[src/verilog/btb_pkg.sv]
package btb_pkg;

    // fully associative, one-hot ring replacement
    localparam int unsigned BTB_ENTRIES = 64;

    // eip and branch target width
    localparam int unsigned EIP_WIDTH = 32;

    // fetch-line pointer, eip without the byte offset
    localparam int unsigned LINE_PTR_WIDTH = 28;

    // one btb entry, 121 bits
    typedef struct packed {
        logic                      valid;
        // full branch eip, no index bits
        logic [EIP_WIDTH-1:0]      tag;
        logic [EIP_WIDTH-1:0]      target;
        // even and odd line pointers of the target
        logic [LINE_PTR_WIDTH-1:0] fip_e;
        logic [LINE_PTR_WIDTH-1:0] fip_o;
    } btb_entry_t;

endpackage
[src/verilog/fetch_pkg.sv]
package fetch_pkg;
    import btb_pkg::*;

    // fetch address out of reset
    localparam logic [EIP_WIDTH-1:0] RESET_EIP = 32'h0000_fff0;
    localparam int unsigned LINE_BYTES = 16;
    // byte offset bits inside a line
    localparam int unsigned LINE_OFFSET = $clog2(LINE_BYTES);

    // why the fetch eip last changed
    typedef enum logic [1:0] {
        SRC_SEQ,
        SRC_PRED,
        SRC_REDIRECT
    } fetch_src_e;

    typedef struct packed {
        logic [LINE_PTR_WIDTH-1:0] fip_e;
        logic [LINE_PTR_WIDTH-1:0] fip_o;
    } line_pair_t;

    // line holding addr plus the next line, sorted into even and odd
    function automatic line_pair_t line_pair(input logic [EIP_WIDTH-1:0] addr);
        logic [LINE_PTR_WIDTH-1:0] line;
        logic [LINE_PTR_WIDTH-1:0] next_line;
        line_pair_t                pair;
        line      = addr[EIP_WIDTH-1:LINE_OFFSET];
        next_line = line + 1'b1;
        if (line[0]) begin
            // odd line, the neighbour is the even one
            pair.fip_e = next_line;
            pair.fip_o = line;
        end else begin
            pair.fip_e = line;
            pair.fip_o = next_line;
        end
        return pair;
    endfunction

endpackage

[src/verilog/fetch_ip_unit.sv]
`timescale 1ns/100ps

module fetch_ip_unit (
    input  logic                               clk,
    input  logic                               reset,
    input  logic                               stall,
    input  logic                               redirect,
    input  logic [btb_pkg::EIP_WIDTH-1:0]      redirect_target,
    input  logic                               pred_hit,
    input  logic [btb_pkg::EIP_WIDTH-1:0]      pred_target,
    input  logic [btb_pkg::LINE_PTR_WIDTH-1:0] pred_fip_e,
    input  logic [btb_pkg::LINE_PTR_WIDTH-1:0] pred_fip_o,
    output logic [btb_pkg::EIP_WIDTH-1:0]      eip,
    output logic [btb_pkg::LINE_PTR_WIDTH-1:0] fip_e,
    output logic [btb_pkg::LINE_PTR_WIDTH-1:0] fip_o,
    output logic                               fetch_valid,
    output fetch_pkg::fetch_src_e              src
);
    import btb_pkg::*;
    import fetch_pkg::*;

    logic [EIP_WIDTH-1:0] seq_eip;
    line_pair_t           seq_pair;
    line_pair_t           redir_pair;
    line_pair_t           reset_pair;

    // start of the next line
    assign seq_eip    = {eip[EIP_WIDTH-1:LINE_OFFSET] + 1'b1, {LINE_OFFSET{1'b0}}};
    assign seq_pair   = line_pair(seq_eip);
    assign redir_pair = line_pair(redirect_target);
    assign reset_pair = line_pair(RESET_EIP);

    always_ff @(posedge clk) begin
        if (reset) begin
            eip         <= RESET_EIP;
            fip_e       <= reset_pair.fip_e;
            fip_o       <= reset_pair.fip_o;
            fetch_valid <= 1'b0;
            src         <= SRC_SEQ;
        end else begin
            fetch_valid <= 1'b1;
            // redirect wins, even over a stall
            if (redirect) begin
                eip   <= redirect_target;
                fip_e <= redir_pair.fip_e;
                fip_o <= redir_pair.fip_o;
                src   <= SRC_REDIRECT;
            end else if (!stall) begin
                if (pred_hit) begin
                    // stored pointers, no recompute
                    eip   <= pred_target;
                    fip_e <= pred_fip_e;
                    fip_o <= pred_fip_o;
                    src   <= SRC_PRED;
                end else begin
                    eip   <= seq_eip;
                    fip_e <= seq_pair.fip_e;
                    fip_o <= seq_pair.fip_o;
                    src   <= SRC_SEQ;
                end
            end
        end
    end

endmodule

[config.mk]
export PLATFORM = sky130hd
export DESIGN_NAME = fetch_ip_unit
export DESIGN_NICKNAME = d
export VERILOG_FILES = /design/src/verilog/btb_pkg.sv /design/src/verilog/fetch_pkg.sv /design/src/verilog/fetch_ip_unit.sv
export SDC_FILE = /design/constraint.sdc
export NUM_CORES = 1
export LEC_CHECK = 0
export BUFFER_PORTS_ARGS = -buffer_cell sky130_fd_sc_hd__buf_2
export CORE_UTILIZATION = 40
export CTS_CLUSTER_SIZE = 28
export DETAILED_ROUTE_END_ITERATION = 12
export PLACE_DENSITY = 0.64
export SYNTH_ARGS = -nofsm -noshare
export SYNTH_HDL_FRONTEND = slang
export SYNTH_SLANG_ARGS = --single-unit
[constraint.sdc]
create_clock -name clk -period 2.71 [get_ports clk]
set_input_delay 0.542 -clock clk [delete_from_list [all_inputs] [get_ports clk]]
set_output_delay 0.542 -clock clk [all_outputs]
set_load 0.005 [all_outputs]
==> reports/results.txt <==
Status: completed
Routability cong.: 0.933
CTS tree: built
Commonest cells post-synth: nand2_1 (99), dfxtp_1 (91), a21oi_1 (85), nor2_1 (82), o21ai_0 (76)
Combinational share of power: 30.7%
Worst-path clk slew: 70 ps
Seq pwr share: 36.6%
ANT nets after route: 0
Initial Util: 41.5%
First-pass GRT wire length: 44,400 um
WS Path Type: reg2reg
CTS Buffer Depth: 2
Footprint of the multi-input gates: 4860 um2
Number of synthesized flops with an enable pin: 0
Startpoint Class: flip-flop
Max-slew violations: 0
Port bufs: 215
Clk network pwr share: 32.7%
TritonCTS Buffers: 9
Placed standard-cell area: 8830 um2
Total internal power: 2.73 mW
HPWL after DPL: 21,900 um
Hold Crit Class: in2reg
Asr flop ratio synth: 0%
Clk sink count: 91
R2R depth: 9
Static Leak: 3.93 nW
Post-Route Setup TNS: 0 ps
Die W: 134 um
Period utilization: 96.9%
Crit path time final: 2630 ps
Largest net degree at the start of global routing: 48
Layout cells sized above 1: 32.3%
Count leader, synth: nand2_1
# hold bufs at CTS: 0
Post-DR vias/cell: 6.02
Library cells used by synthesis: 68
Root Driver: clkbuf_16
Final-layout fill cell count: 1,646
Final core utilization: 55.8%
Peak VDD IR: 385 uV
Critical R2R Launch: eip[16]
Row cnt: 47
R2R setup slack: 80 ps
Initial DRC Count: 780
Synth Net Count: 1,087
Final Setup Violations: 0
Post-synthesis sequential area ratio: 26.2%
Register bit count reported by yosys: 91
GR Overflow Total: 0
Finished Layout Cells: 1,439
Hold_ws: 397 ps
Dpl cells: 1,419
Synth warn: 0
Nets@finish: 1,344
Ports: 216
CP endpoint: fip_o[20]
Setup Skew: 7.51 ps
Mapped Cells: 957
Largest cells by area after synthesis: dfxtp_1 (26%), xnor2_1 (6.3%), a21oi_1 (6.1%)
RR Endpoint: fip_o[20]
Arrival time worst endpoint: 2870 ps
# Max-Cap Violations: 0
Worst Setup End Kind: flip-flop
CTS H-tree depth: 3
Core area: 16,800 um2
Reg area: 1830 um2
WP data required: 2950 ps
P per Cell Area: 446 nW/um2
Slew of the pin with the lowest slew margin: 852 ps
Vias in the first global route: 7,867
Mapped Area: 6950 um2
Psw: 1.44 mW
Crit Path Max Fanout: 11
Slew headroom: 43.0%
Die Y: 134 um
# diodes: 0
Area Overhead vs Synth: 34.7%
Die area: 17,900 um2
Worst-skew pair later-pin latency: 360 ps
Final hold viol count: 0
Mean post-synth cell area: 7.26 um2
GRT Total Usage: 32.2%
Post-route cell area: 9360 um2
Initial antenna violation count: 0
Switching Share: 34.5%
First drt pass iteration count: 8
Crit path from: eip[16]
Post-Route WL: 29,400 um
Synth top area share: 26.2%
DRC: 0
Most used DFF post-synth: dfxtp_1
Fmax: 381 MHz
Area leader, netlist: dfxtp_1
Vias post-DR: 8,662
Average wire per standard cell: 20.5 um
worst min-delay path by stage:
stage               cells past startpoint          start       end
floorplan                               2       fip_e[7]  fip_e[7]
global placement                        2         src[1]    src[1]
detailed placement                      2       fip_o[9]  fip_o[9]
CTS                                     3  pred_fip_o[0]  fip_o[0]
global route                            3  pred_fip_o[0]  fip_o[0]
finish                                  3  pred_fip_o[0]  fip_o[0]
cells in the final DEF (no fill, tap or decap), types with 28 or more instances in the layout:
master,Yosys,layout
xnor2_1,50,50
nor3_1,39,35
o21ai_0,76,74
buf_4,5,115
nand2_1,99,98
nand3_1,35,34
a221oi_1,28,28
dfxtp_1,91,85
a21oi_1,85,85
nor2_1,82,82
buf_2,8,214
kinds of logic after synthesis:
logic type	after synthesis	synth area share, %
buf+inv	106	6.36
simple gates	354	25.4
compound gates	313	29.7
flops	91	26.2
fa+ha+maj	5	0.900
xor+xnor	75	9.56
mux	13	1.89
cell type report:
class | instances | area share (%)
Multi-Input combinational cell | 760 | 51.9
Timing Repair Buffer | 333 | 21.5
Sequential cell | 91 | 19.6
Tap cell | 220 | 2.94
Clock buffer | 10 | 2.55
Clock inverter | 6 | 0.789
Inverter | 19 | 0.762
what timing repair did:
action,CTS,global route
gates resized for setup,6,36
endpoints found under the setup margin,12,20
setup buffers,0,3
pin swaps,2,6
gates cloned,0,1
power groups by stage:
| stage | sequential [mW] | combinational, mW | clock [mW] |
|---|---|---|---|
| after global routing | 1.54 | 1.39 | 1.42 |
| after CTS | 1.52 | 1.24 | 1.39 |
| after detailed placement | 1.55 | 1.23 | 0 |
| after floorplan | 1.55 | 0.676 | 0 |
| final | 1.53 | 1.28 | 1.37 |
| after global placement | 1.55 | 1.22 | 0 |
flip-flops by register name (all words and copies together) (netlist names):
register / count
fip_o: 28
eip: 32
fetch_valid: 1
src: 2
fip_e: 28
stage by stage:
step | setup slack, ps | power [mW]
finish | 82.9 | 4.18
global route | -6.65 | 4.34
CTS | 9.27 | 4.15
detailed placement | -143 | 2.78
global placement | -117 | 2.78
floorplan | 12.8 | 2.22
metal layers:
metal	global-route usage, %	wire length, um	vias to the layer above
li1	-	-	4058
met1	45.3	12700	4044
met2	49.3	13000	501
met3	3.89	2660	59
met4	14.3	1080	0
met5	0	0	-
worst max-delay path: stages (launching register included):
cell      delay (ps)
dfxtp_2          340
buf_6            150
nand2b_1         140
or4_4            540
a221oi_4         320
nand4_4          160
buf_12           180
or4_1            490
nand3_1          110
a21oi_1           70
Power figures use the tool's default switching activity.
