===== config.mk =====
export PLATFORM = sky130hd
export DESIGN_NAME = wb_branch_unit_flat
export DESIGN_NICKNAME = d
export VERILOG_FILES = /design/src/verilog/btb_pkg.sv /design/src/verilog/fetch_pkg.sv /design/src/verilog/btb_update_if.sv /design/src/verilog/wb_branch_unit.sv /design/src/flat_wrapper.sv
export SDC_FILE = /design/constraint.sdc
export NUM_CORES = 1
export LEC_CHECK = 0
export BUFFER_PORTS_ARGS = -buffer_cell sky130_fd_sc_hd__clkbuf_2
export CAP_MARGIN = 15
export CORE_ASPECT_RATIO = 0.5
export CORE_MARGIN = 2
export CORE_UTILIZATION = 30
export CTS_CLUSTER_DIAMETER = 150
export DETAILED_ROUTE_END_ITERATION = 8
export SLEW_MARGIN = 20
export SYNTH_ARGS = -nofsm -noshare
export SYNTH_HDL_FRONTEND = slang
export SYNTH_SLANG_ARGS = --single-unit

===== constraint.sdc =====
create_clock -name clk -period 4.4 [get_ports clk]
set_clock_uncertainty 0.05 [all_clocks]
set_input_delay 0.88 -clock clk [delete_from_list [all_inputs] [get_ports clk]]
set_output_delay 0.88 -clock clk [all_outputs]
set_load 0.02 [all_outputs]

===== src/verilog/btb_pkg.sv =====
package btb_pkg;

    // fully associative, one-hot ring replacement
    localparam int unsigned BTB_ENTRIES = 64;

    // eip and branch target width
    localparam int unsigned EIP_WIDTH = 32;

    // fetch-line pointer, eip without the byte offset
    localparam int unsigned LINE_PTR_WIDTH = 28;

    // one btb entry, 121 bits
    typedef struct packed {
        logic                      valid;
        // full branch eip, no index bits
        logic [EIP_WIDTH-1:0]      tag;
        logic [EIP_WIDTH-1:0]      target;
        // even and odd line pointers of the target
        logic [LINE_PTR_WIDTH-1:0] fip_e;
        logic [LINE_PTR_WIDTH-1:0] fip_o;
    } btb_entry_t;

endpackage

===== src/verilog/fetch_pkg.sv =====
package fetch_pkg;
    import btb_pkg::*;

    // fetch address out of reset
    localparam logic [EIP_WIDTH-1:0] RESET_EIP = 32'h0000_fff0;
    localparam int unsigned LINE_BYTES = 16;
    // byte offset bits inside a line
    localparam int unsigned LINE_OFFSET = $clog2(LINE_BYTES);

    // why the fetch eip last changed
    typedef enum logic [1:0] {
        SRC_SEQ,
        SRC_PRED,
        SRC_REDIRECT
    } fetch_src_e;

    typedef struct packed {
        logic [LINE_PTR_WIDTH-1:0] fip_e;
        logic [LINE_PTR_WIDTH-1:0] fip_o;
    } line_pair_t;

    // line holding addr plus the next line, sorted into even and odd
    function automatic line_pair_t line_pair(input logic [EIP_WIDTH-1:0] addr);
        logic [LINE_PTR_WIDTH-1:0] line;
        logic [LINE_PTR_WIDTH-1:0] next_line;
        line_pair_t                pair;
        line      = addr[EIP_WIDTH-1:LINE_OFFSET];
        next_line = line + 1'b1;
        if (line[0]) begin
            // odd line, the neighbour is the even one
            pair.fip_e = next_line;
            pair.fip_o = line;
        end else begin
            pair.fip_e = line;
            pair.fip_o = next_line;
        end
        return pair;
    endfunction

endpackage


===== src/verilog/btb_update_if.sv =====
`timescale 1ns/100ps

interface btb_update_if;
    import btb_pkg::*;

    // one-cycle write strobe
    logic                      ld;
    // resolved branch, used as the tag
    logic [EIP_WIDTH-1:0]      branch_eip;
    logic [EIP_WIDTH-1:0]      target;
    // line pair of the target
    logic [LINE_PTR_WIDTH-1:0] fip_e;
    logic [LINE_PTR_WIDTH-1:0] fip_o;

    // writeback side
    modport wb (
        output ld,
        output branch_eip,
        output target,
        output fip_e,
        output fip_o
    );

    // btb side
    modport btb (
        input ld,
        input branch_eip,
        input target,
        input fip_e,
        input fip_o
    );

endinterface


===== src/verilog/wb_branch_unit.sv =====
`timescale 1ns/100ps

module wb_branch_unit (
    input  logic                          clk,
    input  logic                          reset,
    input  logic                          wb_valid,
    input  logic [btb_pkg::EIP_WIDTH-1:0] wb_eip,
    input  logic [btb_pkg::EIP_WIDTH-1:0] wb_target,
    input  logic                          wb_pred_hit,
    input  logic [btb_pkg::EIP_WIDTH-1:0] wb_pred_target,
    btb_update_if.wb                      upd,
    output logic                          redirect,
    output logic [btb_pkg::EIP_WIDTH-1:0] redirect_target
);
    import btb_pkg::*;
    import fetch_pkg::*;

    // writeback latch
    logic                 valid_q;
    logic [EIP_WIDTH-1:0] eip_q;
    logic [EIP_WIDTH-1:0] target_q;
    logic                 pred_hit_q;
    logic [EIP_WIDTH-1:0] pred_target_q;
    line_pair_t           target_pair;

    always_ff @(posedge clk) begin
        if (reset) begin
            valid_q <= 1'b0;
        end else begin
            valid_q <= wb_valid;
        end
    end

    // branch payload
    always_ff @(posedge clk) begin
        if (wb_valid) begin
            eip_q         <= wb_eip;
            target_q      <= wb_target;
            pred_hit_q    <= wb_pred_hit;
            pred_target_q <= wb_pred_target;
        end
    end

    assign target_pair = line_pair(target_q);

    // every resolved branch refreshes the btb
    assign upd.ld         = valid_q;
    assign upd.branch_eip = eip_q;
    assign upd.target     = target_q;
    assign upd.fip_e      = target_pair.fip_e;
    assign upd.fip_o      = target_pair.fip_o;

    // not predicted, or predicted to the wrong place
    assign redirect        = valid_q && (!pred_hit_q || (pred_target_q != target_q));
    assign redirect_target = target_q;

endmodule


===== src/flat_wrapper.sv =====
// flat-port wrapper written by rule: the top's interface ports become plain ports
module wb_branch_unit_flat import btb_pkg::*; import fetch_pkg::*;
  (clk, reset, wb_valid, wb_eip, wb_target, wb_pred_hit, wb_pred_target, redirect, redirect_target, upd_ld, upd_branch_eip, upd_target, upd_fip_e, upd_fip_o);
  btb_update_if upd_i ();
  input  logic clk;
  input  logic reset;
  input  logic wb_valid;
  input  logic [btb_pkg::EIP_WIDTH-1:0] wb_eip;
  input  logic [btb_pkg::EIP_WIDTH-1:0] wb_target;
  input  logic wb_pred_hit;
  input  logic [btb_pkg::EIP_WIDTH-1:0] wb_pred_target;
  output logic redirect;
  output logic [btb_pkg::EIP_WIDTH-1:0] redirect_target;
  output wire logic [$bits(upd_i.ld)-1:0] upd_ld;
  output wire logic [$bits(upd_i.branch_eip)-1:0] upd_branch_eip;
  output wire logic [$bits(upd_i.target)-1:0] upd_target;
  output wire logic [$bits(upd_i.fip_e)-1:0] upd_fip_e;
  output wire logic [$bits(upd_i.fip_o)-1:0] upd_fip_o;
  assign upd_ld = upd_i.ld;
  assign upd_branch_eip = upd_i.branch_eip;
  assign upd_target = upd_i.target;
  assign upd_fip_e = upd_i.fip_e;
  assign upd_fip_o = upd_i.fip_o;
  wb_branch_unit u_core (.clk(clk), .reset(reset), .wb_valid(wb_valid), .wb_eip(wb_eip), .wb_target(wb_target), .wb_pred_hit(wb_pred_hit), .wb_pred_target(wb_pred_target), .upd(upd_i), .redirect(redirect), .redirect_target(redirect_target));
endmodule

==> tab_implementation.tex <==
\begin{tabular}{lr}
\hline
Metric & Value \\
\hline
\multicolumn{2}{l}{\textbf{Placement}} \\
\quad Final Wtd Congestion & 0.785 \\
\quad Detail Placement HPWL & 8.52 mm \\
\quad Count of port buffers added during placement & 251 \\
\multicolumn{2}{l}{\textbf{Timing}} \\
\quad Total of endpoints with negative setup slack in the final report & 0 \\
\quad Final cycle utilization of the critical path & 0.818 \\
\quad Setup repair after global routing missed its margin & no \\
\quad Remaining max-slew budget at the tightest pin & 0.493 \\
\quad Pin slew with the least headroom to its limit & 0.754 ns \\
\quad Final worst hold slack & 0.644 ns \\
\quad Slew Limit Fails & 0 \\
\quad Max Clock Freq & 0.278 GHz \\
\quad Setup tns final & 0 ns \\
\quad Final Hold Viols & 0 \\
\quad Shortest period the worst path allows & 3.60 ns \\
\multicolumn{2}{l}{\textbf{Synth}} \\
\quad Cell type with the highest aggregate area in the netlist & sky130\_fd\_sc\_hd\_\_edfxtp\_1 \\
\quad Main area contributors after synthesis & sky130\_fd\_sc\_hd\_\_edfxtp\_1 (65\%), sky130\_fd\_sc\_hd\_\_xor2\_1 (10\%), sky130\_fd\_sc\_hd\_\_buf\_4 (6.2\%) \\
\quad Total of warnings raised by yosys & 0 \\
\quad Fraction of the yosys area taken by sequential cells & 0.658 \\
\quad Synth unique cells & 27 \\
\quad Net Count, Synth & 414 \\
\quad Synth Register Bits & 98 \\
\quad Post-Synthesis Mean Instance Area & 14.3 um2 \\
\quad Area share of the leading cell type in the synthesized netlist & 0.653 \\
\quad Post-synthesis cell count & 312 \\
\quad Synthesized area & 4460 um2 \\
\multicolumn{2}{l}{\textbf{Die}} \\
\quad Width of the die & 176 um \\
\quad Placeable core region & 14,500 um2 \\
\quad Starting utilization of the core area & 0.307 \\
\quad Area of the die & 15,900 um2 \\
\quad Vert. Die Dim & 90.2 um \\
\quad IO Pins & 254 \\
\quad Number of placement rows & 31 \\
\multicolumn{2}{l}{\textbf{Power}} \\
\quad Lkg Pwr & 2.60 nW \\
\quad Total net switching power & 0.000687 W \\
\quad Internal Dissipation & 0.00165 W \\
\quad Share of total power consumed by net switching & 0.294 \\
\quad Power per cell area & 397 nW/um2 \\
\quad Clock power share & 0.321 \\
\quad Worst-case vdd ir drop & 0.000205 V \\
\quad Part of the total power dissipated in combinational logic & 0.175 \\
\quad Sequential cell fraction of total power & 0.503 \\
\multicolumn{2}{l}{\textbf{Clocking}} \\
\quad Depth of the CTS H-tree & 3 \\
\quad CTS Buf Count & 9 \\
\quad Clock tree from TritonCTS & yes \\
\quad Number of clock sinks seen by CTS & 98 \\
\quad Setup fix buffers added after clock tree synthesis & 0 \\
\quad Deepest clock path buffer count & 2 \\
\quad Resized cells post-CTS & 0 \\
\quad Clock slew at the register clock pins of the worst setup and hold paths & 0.07 ns \\
\quad Count of hold-fix buffers inserted at cts & 0 \\
\quad Root Buffer & sky130\_fd\_sc\_hd\_\_clkbuf\_16 \\
\multicolumn{2}{l}{\textbf{Drt}} \\
\quad Final WL & 11.1 mm \\
\quad First-pass iteration count of the detailed router & 6 \\
\quad Detailed router's first-iteration violation count & 124 \\
\quad Post-route DRC & 0 \\
\quad Detail-routed net length per standard cell & 15.3 um \\
\quad Total vias in the final route & 3,046 \\
\quad Routed Antenna Nets & 0 \\
\quad Number of vias per cell after detailed routing & 4.22 \\
\multicolumn{2}{l}{\textbf{Finish}} \\
\quad Fraction of layout instances using a drive strength above 1 & 0.532 \\
\quad Post-layout nets & 620 \\
\quad Antenna Cells & 0 \\
\quad \# fillers & 1,412 \\
\quad Area occupied by multi-input gates & 1120 um2 \\
\quad Most common library cell in the layout ignoring fill and taps & sky130\_fd\_sc\_hd\_\_clkbuf\_2 \\
\quad Most frequent cells in the layout & sky130\_fd\_sc\_hd\_\_clkbuf\_2 (250), sky130\_fd\_sc\_hd\_\_edfxtp\_1 (97), sky130\_fd\_sc\_hd\_\_xor2\_1 (52), sky130\_fd\_sc\_hd\_\_xnor2\_1 (19), sky130\_fd\_sc\_hd\_\_nor3\_1 (12) \\
\quad Layout-stage area growth over the synthesis result & 32.2\% \\
\quad Area taken by flip-flops and latches & 2930 um2 \\
\quad Core utilization of the finished layout & 0.406 \\
\multicolumn{2}{l}{\textbf{Global routing}} \\
\quad Vias in the first global route & 2,965 \\
\quad Total gr overflow & 0 \\
\quad Wire length of the first global-routing pass & 16.4 mm \\
\quad Global Route Usage Sum & 0.138 \\
\quad Initial antenna violation count & 0 \\
\quad Pin count of the biggest net entering global routing & 42 \\
\multicolumn{2}{l}{\textbf{Worst setup path}} \\
\quad WP data required & 3.47 ns \\
\quad Critical path start-end classification & register to output port \\
\quad Category of the worst setup path launch point & register \\
\quad Worst Setup End Kind & output port \\
\quad Worst Path Arrival & 2.67 ns \\
\quad Crit-path max FO & 10 \\
\multicolumn{2}{l}{\textbf{Outcome}} \\
\quad Run status & finished, final reports clean \\
\multicolumn{2}{l}{\textbf{Min path}} \\
\quad Hold path startpoint & reset \\
\quad Cell count of the worst hold path & 2 \\
\quad Sink of the worst hold path & u\_core.upd.ld \\
\quad Worst min path class & primary input to register \\
\multicolumn{2}{l}{\textbf{Job}} \\
\quad Count of max-cap constraint violations & 0 \\
\hline
\end{tabular}
-- cell families after synthesis --
family / Yosys count / share of synthesized area
other: 2 / 0.00168
xor gates and xnor gates: 71 / 0.139
adders and majority gates: 2 / 0.00561
buffers and inverters: 65 / 0.0909
and+or+nand+nor: 73 / 0.102
DFF: 98 / 0.658
AOI/OAI and AO/OA: 1 / 0.00196
-- worst max-delay path, stage by stage, from the launching register on --
cell	delay [ns]
sky130_fd_sc_hd__edfxtp_1	0.60
sky130_fd_sc_hd__ha_1	0.38
sky130_fd_sc_hd__nor2b_1	0.37
sky130_fd_sc_hd__nand3_2	0.28
sky130_fd_sc_hd__nor4_1	0.30
sky130_fd_sc_hd__xor2_1	0.18
sky130_fd_sc_hd__clkbuf_2	0.21
-- how the worst max path moves through the flow --
stage,start,end,slack [ns],cells after the start
6_report,u_core.redirect_target[5],upd_fip_o[26],0.80,6
5_1_grt,u_core.redirect_target[5],upd_fip_o[26],0.68,6
4_1_cts,u_core.redirect_target[5],upd_fip_o[26],0.85,6
3_5_place_dp,u_core.redirect_target[5],upd_fip_o[26],1.23,6
3_3_place_gp,u_core.redirect_target[5],upd_fip_o[26],1.31,6
2_1_floorplan,u_core.redirect_target[5],upd_fip_o[26],1.38,5
-- synthesized netlist by cell type (all sizes together) --
| master | count |
|---|---|
| nor4 | 12 |
| or2 | 1 |
| o31a | 1 |
| ha | 2 |
| dfxtp | 1 |
| xnor2 | 19 |
| and3 | 3 |
| and4 | 5 |
| inv | 5 |
| nand4 | 8 |
| nand2 | 9 |
| xor2 | 52 |
| edfxtp | 97 |
| nor2b | 2 |
| buf | 44 |
| clkbuf | 16 |
| nand3 | 12 |
| conb | 2 |
| nor2 | 9 |
| nor3 | 12 |
-- power by group through the flow --
stage	combinational, W	sequential, W	clock (W)
floorplan	0.000219	0.00124	0
global placement	0.000412	0.00120	0
detailed placement	0.000413	0.00120	0
CTS	0.000415	0.00118	0.000778
global route	0.000437	0.00119	0.000814
finish	0.000410	0.00118	0.000751
-- layer usage --
metal  up-vias  global-route usage  wire [um]
met4         0              0.0537        259
li1       1474                   -          -
met1      1466               0.160       4470
met5         -                   0          0
met3        19              0.0351        503
met2        87               0.243       5830
-- per-stage QoR --
stage	cells	setup slack, ns	power (W)	instance area (um2)
final	721	0.802	0.00234	5890
after global routing	721	0.684	0.00244	5890
after CTS	721	0.847	0.00237	5890
after detailed placement	705	1.23	0.00161	5610
after global placement	705	1.31	0.00161	5610
after floorplan	312	1.38	0.00145	4460
-- flip-flops by register name, summed over array words and instances, names as in the netlist --
signal,count
u_core.pred_hit_q,1
u_core.pred_target_q,32
u_core.redirect_target,32
u_core.upd.branch_eip,32
u_core.upd.ld,1
-- area by class of cell --
class,count,share of cell area
Clock inverter,7,0.0104
Inverter,5,0.00318
Tap cell,198,0.0420
Clock buffer,9,0.0382
Multi-Input combinational cell,149,0.190
Timing Repair Buffer,255,0.219
Sequential cell,98,0.498
Note: power is estimated with default switching activity, not from simulation.
